===== config.mk =====
export PLATFORM = sky130hd
export DESIGN_NAME = sram_fifo
export DESIGN_NICKNAME = d
export VERILOG_FILES = /design/src/design/sram_fifo_pkg.sv /design/src/design/fifo_controller.sv /design/src/design/sram_array.sv /design/src/design/sram_fifo.sv /design/src/design/sram_read_buffer.sv
export VERILOG_INCLUDE_DIRS = /design/src /design/src/design
export SDC_FILE = /design/constraint.sdc
export NUM_CORES = 1
export LEC_CHECK = 0
export ABC_CLOCK_PERIOD_IN_PS = 6000
export BUFFER_PORTS_ARGS = -buffer_cell sky130_fd_sc_hd__buf_2
export CORE_ASPECT_RATIO = 0.6
export CORE_MARGIN = 4
export CORE_UTILIZATION = 45
export CTS_CLUSTER_SIZE = 16
export DETAILED_ROUTE_END_ITERATION = 7
export PLACE_DENSITY = 0.67
export SLEW_MARGIN = 5
export SYNTH_ARGS = -nofsm -noshare
export SYNTH_HDL_FRONTEND = slang
export SYNTH_HIERARCHICAL = 1
export SYNTH_SLANG_ARGS = --single-unit

===== constraint.sdc =====
create_clock -name i_clk -period 6 [get_ports i_clk]
set_clock_uncertainty 0.1 [all_clocks]
set_input_delay 0.9 -clock i_clk [delete_from_list [all_inputs] [get_ports i_clk]]
set_output_delay 0.9 -clock i_clk [all_outputs]
set_load 0.05 [all_outputs]

===== src/design/sram_fifo_macros.svh =====
// width, depth and pointer size of the SRAM FIFO
// default almost-full threshold and SRAM read latency
`ifndef SRAM_FIFO_MACROS_SVH
`define SRAM_FIFO_MACROS_SVH

// data word width in bits
`define SRAM_FIFO_WIDTH 16

// number of words in the SRAM macro
`define SRAM_FIFO_DEPTH 16

// SRAM address width
`define SRAM_FIFO_PTR_WIDTH $clog2(`SRAM_FIFO_DEPTH)

// almost-full level, counted in SRAM words
`define SRAM_FIFO_THRESHOLD 12

// cycles from read request to read data
`define SRAM_FIFO_READ_LATENCY 2

`endif


===== src/design/sram_fifo_pkg.sv =====
// data word, SRAM port request structs and FIFO status flags
`default_nettype none

`include "sram_fifo_macros.svh"

package sram_fifo_pkg;

  typedef logic [`SRAM_FIFO_WIDTH-1:0] fifo_data_t;

  // write port of the SRAM macro
  typedef struct packed {
    logic                            valid;
    logic [`SRAM_FIFO_PTR_WIDTH-1:0] pointer;
    fifo_data_t                      data;
  } sram_write_t;

  // read port of the SRAM macro
  typedef struct packed {
    logic                            valid;
    logic [`SRAM_FIFO_PTR_WIDTH-1:0] pointer;
  } sram_read_req_t;

  // empty/full refer to the show-ahead side and the SRAM part,
  // the completely_* flags to the FIFO as a whole
  typedef struct packed {
    logic empty;
    logic completely_empty;
    logic almost_full;
    logic full;
    logic completely_full;
  } fifo_status_t;

endpackage

`default_nettype wire


===== src/design/fifo_controller.sv =====
// SRAM FIFO controller with read/write pointers, word count
// and registered empty, almost-full and full flags
`timescale 1ns/100ps
`default_nettype none

`include "sram_fifo_macros.svh"

module fifo_controller #(
  parameter int THRESHOLD = `SRAM_FIFO_THRESHOLD
)(
  input  var logic                            i_clk,
  input  var logic                            i_rst_n,
  input  var logic                            i_clear,
  input  var logic                            i_push,
  input  var logic                            i_pop,
  output var logic                            o_empty,
  output var logic                            o_almost_full,
  output var logic                            o_full,
  output var logic [`SRAM_FIFO_PTR_WIDTH-1:0] o_write_pointer,
  output var logic [`SRAM_FIFO_PTR_WIDTH-1:0] o_read_pointer
);
  localparam int DEPTH       = `SRAM_FIFO_DEPTH;
  localparam int PTR_WIDTH   = `SRAM_FIFO_PTR_WIDTH;
  localparam int COUNT_WIDTH = PTR_WIDTH + 1;

  localparam logic [PTR_WIDTH-1:0]   LAST_POINTER      = PTR_WIDTH'(DEPTH - 1);
  localparam logic [COUNT_WIDTH-1:0] FULL_COUNT        = COUNT_WIDTH'(DEPTH);
  localparam logic [COUNT_WIDTH-1:0] ALMOST_FULL_COUNT = COUNT_WIDTH'(THRESHOLD);

  logic                   push_en;
  logic                   pop_en;
  logic [PTR_WIDTH-1:0]   write_pointer;
  logic [PTR_WIDTH-1:0]   read_pointer;
  logic [COUNT_WIDTH-1:0] word_count;
  logic [COUNT_WIDTH-1:0] word_count_next;
  logic                   empty;
  logic                   almost_full;
  logic                   full;

  // pointers wrap at the last SRAM word, depth need not be a power of two
  function automatic logic [PTR_WIDTH-1:0] advance(input logic [PTR_WIDTH-1:0] pointer);
    logic [PTR_WIDTH-1:0] next_pointer;
    if (pointer == LAST_POINTER) begin
      next_pointer = '0;
    end else begin
      next_pointer = pointer + 1'b1;
    end
    return next_pointer;
  endfunction

  always_comb begin
    // guard against overflow and underflow even if the caller does not
    push_en = i_push && !full;
    pop_en  = i_pop && !empty;
    case ({push_en, pop_en})
      2'b10:   word_count_next = word_count + 1'b1;
      2'b01:   word_count_next = word_count - 1'b1;
      default: word_count_next = word_count;
    endcase
  end

  always_ff @(posedge i_clk) begin
    if (!i_rst_n) begin
      write_pointer <= '0;
      read_pointer  <= '0;
      word_count    <= '0;
    end else if (i_clear) begin
      write_pointer <= '0;
      read_pointer  <= '0;
      word_count    <= '0;
    end else begin
      if (push_en) begin
        write_pointer <= advance(write_pointer);
      end
      if (pop_en) begin
        read_pointer <= advance(read_pointer);
      end
      word_count <= word_count_next;
    end
  end

  // flags come from the next count so they line up with word_count
  always_ff @(posedge i_clk) begin
    if (!i_rst_n) begin
      empty       <= 1'b1;
      almost_full <= 1'b0;
      full        <= 1'b0;
    end else if (i_clear) begin
      empty       <= 1'b1;
      almost_full <= 1'b0;
      full        <= 1'b0;
    end else begin
      empty       <= word_count_next == '0;
      almost_full <= word_count_next >= ALMOST_FULL_COUNT;
      full        <= word_count_next == FULL_COUNT;
    end
  end

  always_comb begin
    o_empty         = empty;
    o_almost_full   = almost_full;
    o_full          = full;
    o_write_pointer = write_pointer;
    o_read_pointer  = read_pointer;
  end

endmodule

`default_nettype wire


===== src/design/sram_array.sv =====
// dual-port SRAM macro model with a READ_LATENCY-stage read pipeline
`timescale 1ns/100ps
`default_nettype none

`include "sram_fifo_macros.svh"

module sram_array #(
  parameter int READ_LATENCY = `SRAM_FIFO_READ_LATENCY
)(
  input  var logic                          i_clk,
  input  var logic                          i_rst_n,
  input  var logic                          i_clear,
  input  var sram_fifo_pkg::sram_write_t    i_write,
  input  var sram_fifo_pkg::sram_read_req_t i_read,
  output var logic                          o_read_valid,
  output var sram_fifo_pkg::fifo_data_t     o_read_data
);
  import sram_fifo_pkg::*;

  localparam int DEPTH = `SRAM_FIFO_DEPTH;

  fifo_data_t              memory [DEPTH];
  logic [READ_LATENCY-1:0] valid_pipe;
  fifo_data_t              data_pipe [READ_LATENCY];

  always_ff @(posedge i_clk) begin
    if (i_write.valid) begin
      memory[i_write.pointer] <= i_write.data;
    end
  end

  // stage 0 is the array access itself, later stages model the output registers
  always_ff @(posedge i_clk) begin
    if (!i_rst_n) begin
      valid_pipe <= '0;
    end else if (i_clear) begin
      valid_pipe <= '0;
    end else begin
      valid_pipe[0] <= i_read.valid;
      for (int i = 1; i < READ_LATENCY; i++) begin
        valid_pipe[i] <= valid_pipe[i-1];
      end
    end
  end

  always_ff @(posedge i_clk) begin
    if (i_read.valid) begin
      data_pipe[0] <= memory[i_read.pointer];
    end
    for (int i = 1; i < READ_LATENCY; i++) begin
      data_pipe[i] <= data_pipe[i-1];
    end
  end

  always_comb begin
    o_read_valid = valid_pipe[READ_LATENCY-1];
    o_read_data  = data_pipe[READ_LATENCY-1];
  end

endmodule

`default_nettype wire


===== src/design/sram_fifo.sv =====
// SRAM FIFO top level joining controller, SRAM array and read buffer
// and forming the external status flags
`timescale 1ns/100ps
`default_nettype none

`include "sram_fifo_macros.svh"

module sram_fifo #(
  parameter int THRESHOLD    = `SRAM_FIFO_THRESHOLD,
  parameter int READ_LATENCY = `SRAM_FIFO_READ_LATENCY
)(
  input  var logic                        i_clk,
  input  var logic                        i_rst_n,
  input  var logic                        i_clear,
  input  var logic                        i_push,
  input  var sram_fifo_pkg::fifo_data_t   i_data,
  input  var logic                        i_pop,
  output var sram_fifo_pkg::fifo_status_t o_status,
  output var sram_fifo_pkg::fifo_data_t   o_data
);
  import sram_fifo_pkg::*;

  logic                            empty;
  logic                            almost_full;
  logic                            full;
  logic                            write_ack;
  logic                            read_ack;
  logic [`SRAM_FIFO_PTR_WIDTH-1:0] write_pointer;
  logic [`SRAM_FIFO_PTR_WIDTH-1:0] read_pointer;
  sram_write_t                     sram_write;
  sram_read_req_t                  sram_read;
  logic                            read_valid;
  fifo_data_t                      read_data;
  logic                            buffer_empty;
  logic                            buffer_full;
  logic                            read_busy;

  // pushes while full are dropped
  always_comb begin
    write_ack = i_push && !full;
  end

  fifo_controller #(
    .THRESHOLD  (THRESHOLD)
  ) u_controller (
    .i_clk            (i_clk         ),
    .i_rst_n          (i_rst_n       ),
    .i_clear          (i_clear       ),
    .i_push           (write_ack     ),
    .i_pop            (read_ack      ),
    .o_empty          (empty         ),
    .o_almost_full    (almost_full   ),
    .o_full           (full          ),
    .o_write_pointer  (write_pointer ),
    .o_read_pointer   (read_pointer  )
  );

  always_comb begin
    sram_write.valid   = write_ack;
    sram_write.pointer = write_pointer;
    sram_write.data    = i_data;
    // the buffer only acks when it has room for the returning word
    sram_read.valid    = read_ack;
    sram_read.pointer  = read_pointer;
  end

  sram_array #(
    .READ_LATENCY (READ_LATENCY)
  ) u_sram (
    .i_clk        (i_clk      ),
    .i_rst_n      (i_rst_n    ),
    .i_clear      (i_clear    ),
    .i_write      (sram_write ),
    .i_read       (sram_read  ),
    .o_read_valid (read_valid ),
    .o_read_data  (read_data  )
  );

  sram_read_buffer #(
    .READ_LATENCY (READ_LATENCY)
  ) u_read_buffer (
    .i_clk          (i_clk        ),
    .i_rst_n        (i_rst_n      ),
    .i_clear        (i_clear      ),
    .i_source_empty (empty        ),
    .i_read_valid   (read_valid   ),
    .i_read_data    (read_data    ),
    .i_pop          (i_pop        ),
    .o_read_ack     (read_ack     ),
    .o_empty        (buffer_empty ),
    .o_full         (buffer_full  ),
    .o_busy         (read_busy    ),
    .o_data         (o_data       )
  );

  // almost_full and full count SRAM words only
  always_comb begin
    o_status.empty            = buffer_empty;
    o_status.completely_empty = buffer_empty && empty && !read_busy;
    o_status.almost_full      = almost_full;
    o_status.full             = full;
    o_status.completely_full  = full && buffer_full;
  end

endmodule

`default_nettype wire


===== src/design/sram_read_buffer.sv =====
// show-ahead output buffer behind the SRAM with credits for reads in flight
`timescale 1ns/100ps
`default_nettype none

module sram_read_buffer #(
  parameter int READ_LATENCY = 1
)(
  input  var logic                      i_clk,
  input  var logic                      i_rst_n,
  input  var logic                      i_clear,
  input  var logic                      i_source_empty,
  input  var logic                      i_read_valid,
  input  var sram_fifo_pkg::fifo_data_t i_read_data,
  input  var logic                      i_pop,
  output var logic                      o_read_ack,
  output var logic                      o_empty,
  output var logic                      o_full,
  output var logic                      o_busy,
  output var sram_fifo_pkg::fifo_data_t o_data
);
  import sram_fifo_pkg::*;

  // one entry per pipeline stage plus one so reads can stream back to back
  localparam int ENTRIES     = READ_LATENCY + 1;
  localparam int INDEX_WIDTH = $clog2(ENTRIES);
  localparam int COUNT_WIDTH = $clog2(ENTRIES + 1);

  localparam logic [INDEX_WIDTH-1:0] LAST_INDEX = INDEX_WIDTH'(ENTRIES - 1);
  localparam logic [COUNT_WIDTH-1:0] FULL_COUNT = COUNT_WIDTH'(ENTRIES);

  fifo_data_t             entry [ENTRIES];
  logic [INDEX_WIDTH-1:0] write_index;
  logic [INDEX_WIDTH-1:0] read_index;
  logic [COUNT_WIDTH-1:0] entry_count;
  logic [COUNT_WIDTH-1:0] inflight_count;
  logic [COUNT_WIDTH:0]   occupancy;
  logic                   credit;
  logic                   read_ack;
  logic                   pop_en;
  logic                   empty;

  function automatic logic [INDEX_WIDTH-1:0] advance(input logic [INDEX_WIDTH-1:0] index);
    logic [INDEX_WIDTH-1:0] next_index;
    if (index == LAST_INDEX) begin
      next_index = '0;
    end else begin
      next_index = index + 1'b1;
    end
    return next_index;
  endfunction

  always_comb begin
    // stored words plus words still coming out of the SRAM
    occupancy = {1'b0, entry_count} + {1'b0, inflight_count};
    credit    = occupancy < (COUNT_WIDTH + 1)'(ENTRIES);
    read_ack  = !i_source_empty && credit;
    empty     = entry_count == '0;
    pop_en    = i_pop && !empty;
  end

  always_ff @(posedge i_clk) begin
    if (!i_rst_n) begin
      write_index    <= '0;
      read_index     <= '0;
      entry_count    <= '0;
      inflight_count <= '0;
    end else if (i_clear) begin
      write_index    <= '0;
      read_index     <= '0;
      entry_count    <= '0;
      inflight_count <= '0;
    end else begin
      if (i_read_valid) begin
        write_index <= advance(write_index);
      end
      if (pop_en) begin
        read_index <= advance(read_index);
      end
      entry_count    <= entry_count + COUNT_WIDTH'(i_read_valid) - COUNT_WIDTH'(pop_en);
      inflight_count <= inflight_count + COUNT_WIDTH'(read_ack) - COUNT_WIDTH'(i_read_valid);
    end
  end

  // the credit check guarantees a free entry for every returning word
  always_ff @(posedge i_clk) begin
    if (i_read_valid) begin
      entry[write_index] <= i_read_data;
    end
  end

  always_comb begin
    o_read_ack = read_ack;
    o_empty    = empty;
    o_full     = entry_count == FULL_COUNT;
    o_busy     = inflight_count != '0;
    o_data     = entry[read_index];
  end

endmodule

`default_nettype wire


==> results of run 1 <==
==> logic make-up after synthesis <==
family          Yosys count  synth area share
buf+inv                  62            0.0301
simple gates            125            0.0455
fa+ha+maj                10           0.00945
compound gates           76            0.0373
flops                   364             0.747
mux                      85             0.123
xor+xnor                  9           0.00757
==> power by group <==
group          switching, uW  leakage, uW  internal [uW]  total, uW
logic                   69.1      0.00126           34.7        104
clock network            860     0.000492           1120       1980
registers               12.4      0.00325           2770       2790
==> synthesized netlist by cell type (12+ instances only) <==
cell	instances	area share
a21oi_1	12	0.0043
a22oi_1	32	0.017
buf_4	21	0.011
dfxtp_1	44	0.063
edfxtp_1	320	0.68
mux2i_1	19	0.014
mux4_1	19	0.036
mux4_2	45	0.072
nand2_1	46	0.012
nor2_1	30	0.0080
o21ai_0	18	0.0064
==> path summary, 6_finish.rpt <==
kind	endpoint	slack, ns	depth (start not counted)
worst min register to register	u_sram/data_pipe[0][29]	0.24	0
worst min-delay path	u_sram/data_pipe[0][29]	0.24	0
worst max register to register	u_controller/o_almost_full	2.03	14
worst max-delay path	u_controller/o_almost_full	2.03	14
==> cell type report <==
class | instances | area (um2)
inverter | 12 | 50.0
tap | 408 | 510
clock inverter | 22 | 214
sequential | 364 | 10500
multi-input combinational | 305 | 3200
timing repair buffer | 57 | 325
fill | 2378 | 14800
clock buffer | 35 | 791
==> layout by cell type, fill, tap and decap left out, drive strengths merged, types with 4 or more instances in the layout <==
cell type / Yosys / final
a21oi: 12 / 12
a22oi: 32 / 32
and3b: 4 / 4
buf: 37 / 57
bufinv: 0 / 4
clkbuf: 12 / 35
clkinv: 0 / 16
dfxtp: 44 / 44
edfxtp: 320 / 320
ha: 9 / 9
inv: 12 / 13
mux2i: 19 / 19
mux4: 64 / 64
nand2: 47 / 47
nand2b: 6 / 6
nand3b: 4 / 4
nor2: 30 / 30
nor2b: 8 / 8
nor3: 9 / 9
o21ai: 18 / 18
xor2: 4 / 4
==> metal layers <==
| metal | vias up | GRT usage |
|---|---|---|
| met2 | 238 | 0.229 |
| met5 | - | 0 |
| met1 | 3300 | 0.249 |
| met3 | 35 | 0.0398 |
| met4 | 2 | 0.0266 |
| li1 | 2977 | - |
==> stage by stage <==
stage | instance area [um2] | cells | utilization | hold slack (ns)
finish | 15600 | 1203 | 0.513 | 0.239
global route | 15600 | 1203 | 0.513 | 0.246
CTS | 15600 | 1203 | 0.513 | 0.243
detailed placement | 14600 | 1146 | 0.480 | 0.227
global placement | 14600 | 1146 | 0.480 | 0.225
floorplan | 14000 | 731 | - | 0.223
==> registers in the layout (all words and copies together) (netlist names), named ones only <==
name and cells:
u_sram/memory 256, u_controller/o_full 1, u_controller/o_read_pointer 4, u_sram/valid_pipe 2, u_read_buffer/write_index 2, u_read_buffer/entry_count 2
u_read_buffer/read_index 2, u_controller/o_empty 1, u_controller/o_almost_full 1, u_controller/o_write_pointer 4, u_read_buffer/inflight_count 2, u_controller/word_count 5
u_sram/data_pipe 32, u_read_buffer/entry 48
==> impl_metrics.toml, run 1 <==
[sta]
setup_viol = 0
relSlewSlack = 0.197
timing.setup.tns_ns = 0
slew_violations = 0
max_slew.worst_pin.slew_ns = 1.20
hold_viol_final = 0
max_freq_mhz = 252
rsz0062_at_grt = "false"
finalCritPeriodShare = 0.662
fin_crit_ns = 3.97
worst_slack_ns = 2.03

[placed_design]
place_ws_ns = 2.07
gp_congestion = 0.763
port_buffers = 41
hpwl_mm = 15.7

[clock_tree]
post_cts_buffers = 0
htree_levels = 1
clk_pin_slew_ns = 0.06
hold_buffers = 0
cts-root-buf = "clkbuf_16"
cts_resized = 0
clk-insertion-delay-late_ns = 0.57
clk_path_buf_depth = 3
cts_buffers = 31
cts_tree = "done"
clock_sinks = 364

[cells_and_area]
layout-drive-gt1-share = 0.234
area_growth_pct = 11.0
n_antenna_cell = 0
finalNetCount = 802

[die]
io-pin-count = 42
die_w_um = 236
rows = 49
initial_core_util = 0.463
core_mm2 = 0.0303
die_h_um = 145
fp.dieArea_mm2 = 0.0342

[setup_path]
crit_arrival_ns = 4.30
crit_fanout = 19
cp.required_ns = 6.33
cp_cell_sequence = "ha_1 -> fa_1 -> a211oi_4 -> nand2b_4 -> inv_4 -> nand2_2 -> xnor2_1 -> ha_1 -> nor2_1 -> mux2_2 -> a32oi_1 -> xor2_1 -> nand2b_1 -> o31ai_2"
worst-setup-path-type = "flop to flop"
crit_path_start_kind = "flop"
cpPeakStageDelay_ns = 0.85
worstSetupEndpointType = "flop"
critPathTopFamily = "compound AO/OA/AOI/OAI gates"
crit_buf_inv = 1
crit_path_frequent_cell = "ha_1"
startpoint = "u_read_buffer/entry_count[0]"
cpMaxStageDelayCell = "a211oi_4"
r2r_start = "u_read_buffer/entry_count[0]"

[global_routing]
antenna_found_initial = 1
grt_pass1_vias = 6409
grt_pass1_wl_mm = 40.5
gr-usage-all-layers = 0.158
grt-ovfl-total = 0
grt_max_degree = 48

[yosys]
syn-num-nets = 762
avgSynthCellArea_um2 = 19.2
ys.flop_type = "edfxtp_1"
ys_seq_area_frac = 0.747
synth_cells = 731
synth_edf_count = 320
yosysWarnings = 6
netlist_area_mm2 = 0.0140
async_flop_share = 0
synth_seq_cells = 364
ys_types = 58

[routing]
met1_length_mm = 12.8
top_layer = "met5"
firstDrtPassIters = 5
drt_iter0_markers = 665
ant_nets = 0
route.met3.wl_mm = 2.28
avgViaCountPerCell = 5.45
drc = 0
routedWlPerCell_um = 22.2
wirelength_mm = 26.7
wl_met2_mm = 11.2
vias = 6552

[hold_path]
worstHoldStart = "u_sram/data_pipe[0][13]"
hp-class = "flop to flop"

[power_and_ir_drop]
p_leak_uw = 0.00501
ir_drop_mv = 0.219
total_power_uw = 4870
power_density_mw_per_mm2 = 312

[outcome]
status = "complete, no violations"

[job]
drv_cap = 0
Note: power is estimated with default switching activity, not from simulation.
==> run 2: changes to the inputs <==
--- a/config.mk
+++ b/config.mk
@@ -6,7 +6,7 @@
 export SDC_FILE = /design/constraint.sdc
 export NUM_CORES = 1
 export LEC_CHECK = 0
-export ABC_CLOCK_PERIOD_IN_PS = 6000
+export ABC_CLOCK_PERIOD_IN_PS = 4000
 export BUFFER_PORTS_ARGS = -buffer_cell sky130_fd_sc_hd__buf_2
 export CORE_ASPECT_RATIO = 0.6
 export CORE_MARGIN = 4
==> constraint.sdc (replaced) <==
create_clock -name i_clk -period 4 [get_ports i_clk]
set_clock_uncertainty 0.1 [all_clocks]
set_input_delay 0.6 -clock i_clk [delete_from_list [all_inputs] [get_ports i_clk]]
set_output_delay 0.6 -clock i_clk [all_outputs]
set_load 0.05 [all_outputs]
==> impl_metrics.toml, run 2 (same netlist as run 1, synthesis figures left out) <==
[outcome]
status = "complete, no violations"

[clock_tree]
clock_sinks = 364
cts-root-buf = "clkbuf_16"
hold_buffers = 0
post_cts_buffers = 0
htree_levels = 1
clk_path_buf_depth = 3
clk-insertion-delay-late_ns = 0.57
cts_buffers = 31
clk_pin_slew_ns = 0.07
cts_tree = "done"
cts_resized = 0

[routing]
avgViaCountPerCell = 5.45
firstDrtPassIters = 5
routedWlPerCell_um = 22.3
wl_met2_mm = 11.5
drc = 0
met1_length_mm = 13.0
vias = 6627
route.met3.wl_mm = 2.21
wirelength_mm = 27.0
top_layer = "met5"
ant_nets = 0
drt_iter0_markers = 650

[sta]
fin_crit_ns = 3.30
relSlewSlack = 0.274
timing.setup.tns_ns = 0
rsz0062_at_grt = "false"
setup_viol = 0
max_freq_mhz = 303
finalCritPeriodShare = 0.826
hold_viol_final = 0
max_slew.worst_pin.slew_ns = 1.09
slew_violations = 0

[setup_path]
crit_path_start_kind = "flop"
crit_fanout = 7
worst-setup-path-type = "flop to flop"
worstSetupEndpointType = "flop"
cp.required_ns = 4.33
crit_arrival_ns = 3.63

[power_and_ir_drop]
power.switching_uw = 1410
total_power_uw = 7300
seqPwrFrac = 0.573
power_density_mw_per_mm2 = 466
switching_share = 0.194
p_leak_uw = 0.00506
ir_drop_mv = 0.405
internal-power_uw = 5880
combPwrFrac = 0.022
power.share.clock = 0.405

[placed_design]
port_buffers = 41
hpwl_mm = 16.4
dp_cells = 1157
gp_congestion = 0.770

[cells_and_area]
largest_register_ffs = 256
layout_commonest_cell = "edfxtp_1"
final_cell_mix = "edfxtp_1, nand2_1, mux4_2"
area_growth_pct = 11.5
regMostFlops = "u_sram/memory"
finalNetCount = 813
n_antenna_cell = 0
layoutNonFillerInstCount = 1215
top_regs = "u_sram/memory: 256 flops, u_read_buffer/entry: 48 flops, u_sram/data_pipe: 32 flops"
layout-drive-gt1-share = 0.242

[die]
core_mm2 = 0.0303
initial_core_util = 0.463
fp.dieArea_mm2 = 0.0342
die_h_um = 145
die_w_um = 236
io-pin-count = 42
rows = 49

[global_routing]
grt_pass1_wl_mm = 40.8
grt_pass1_vias = 6440
antenna_found_initial = 1
gr-usage-all-layers = 0.159
grt-ovfl-total = 0
grt_max_degree = 37

[job]
drv_cap = 0

[hold_path]
hp-class = "flop to flop"
[run 2: routing by layer]
| layer | up-vias | global-route usage |
|---|---|---|
| met1 | 3377 | 0.246 |
| met5 | - | 0 |
| met4 | 2 | 0.0259 |
| li1 | 3003 | - |
| met2 | 217 | 0.232 |
| met3 | 28 | 0.0417 |
[run 2: area by class of cell]
| type | count | area [um2] |
|---|---|---|
| fillers | 2405 | 14700 |
| flip-flops and latches | 364 | 10500 |
| clock inverters | 14 | 154 |
| repair buffers | 68 | 408 |
| inverters | 12 | 50.0 |
| clock buffers | 44 | 845 |
| well taps | 408 | 510 |
| multi-input cells | 305 | 3190 |
[run 2: power groups by stage]
stage	Combinational, uW	Sequential (uW)	Clock, uW
after detailed placement	161	4260	0
after global routing	175	4180	3210
after global placement	157	4260	0
after CTS	161	4180	3020
final	161	4180	2960
after floorplan	96.0	4250	0
[run 2: worst paths after layout]
check	from	to	slack (ns)	depth (start not counted)
worst max register to register	u_read_buffer/entry_count[0]	u_controller/o_almost_full	0.70	14
worst min-delay path	u_sram/data_pipe[0][0]	u_sram/data_pipe[0][16]	0.24	0
worst min register to register	u_sram/data_pipe[0][0]	u_sram/data_pipe[0][16]	0.24	0
worst max-delay path	u_read_buffer/entry_count[0]	u_controller/o_almost_full	0.70	14
[run 2: worst max-delay path, cell delays in order (launching register included)]
cell and delay [ns]:
dfxtp_1 0.35, ha_1 0.22, fa_1 0.50, a211oi_4 0.29, nand2b_4 0.13, inv_4 0.10, nand2_2 0.09, xnor2_1 0.15
ha_1 0.23, nor2_1 0.05, mux2_2 0.27, a32oi_1 0.24, xor2_1 0.19, nand2b_1 0.18, o31ai_2 0.08
[run 2: stage by stage]
stage	setup WS [ns]	instance area, um2	util	hold slack (ns)
after floorplan	0.283	14000	-	0.223
after global placement	0.789	14700	0.483	0.224
after detailed placement	0.705	14700	0.483	0.228
after CTS	0.686	15700	0.516	0.245
after global routing	0.428	15700	0.516	0.248
final	0.697	15700	0.516	0.242
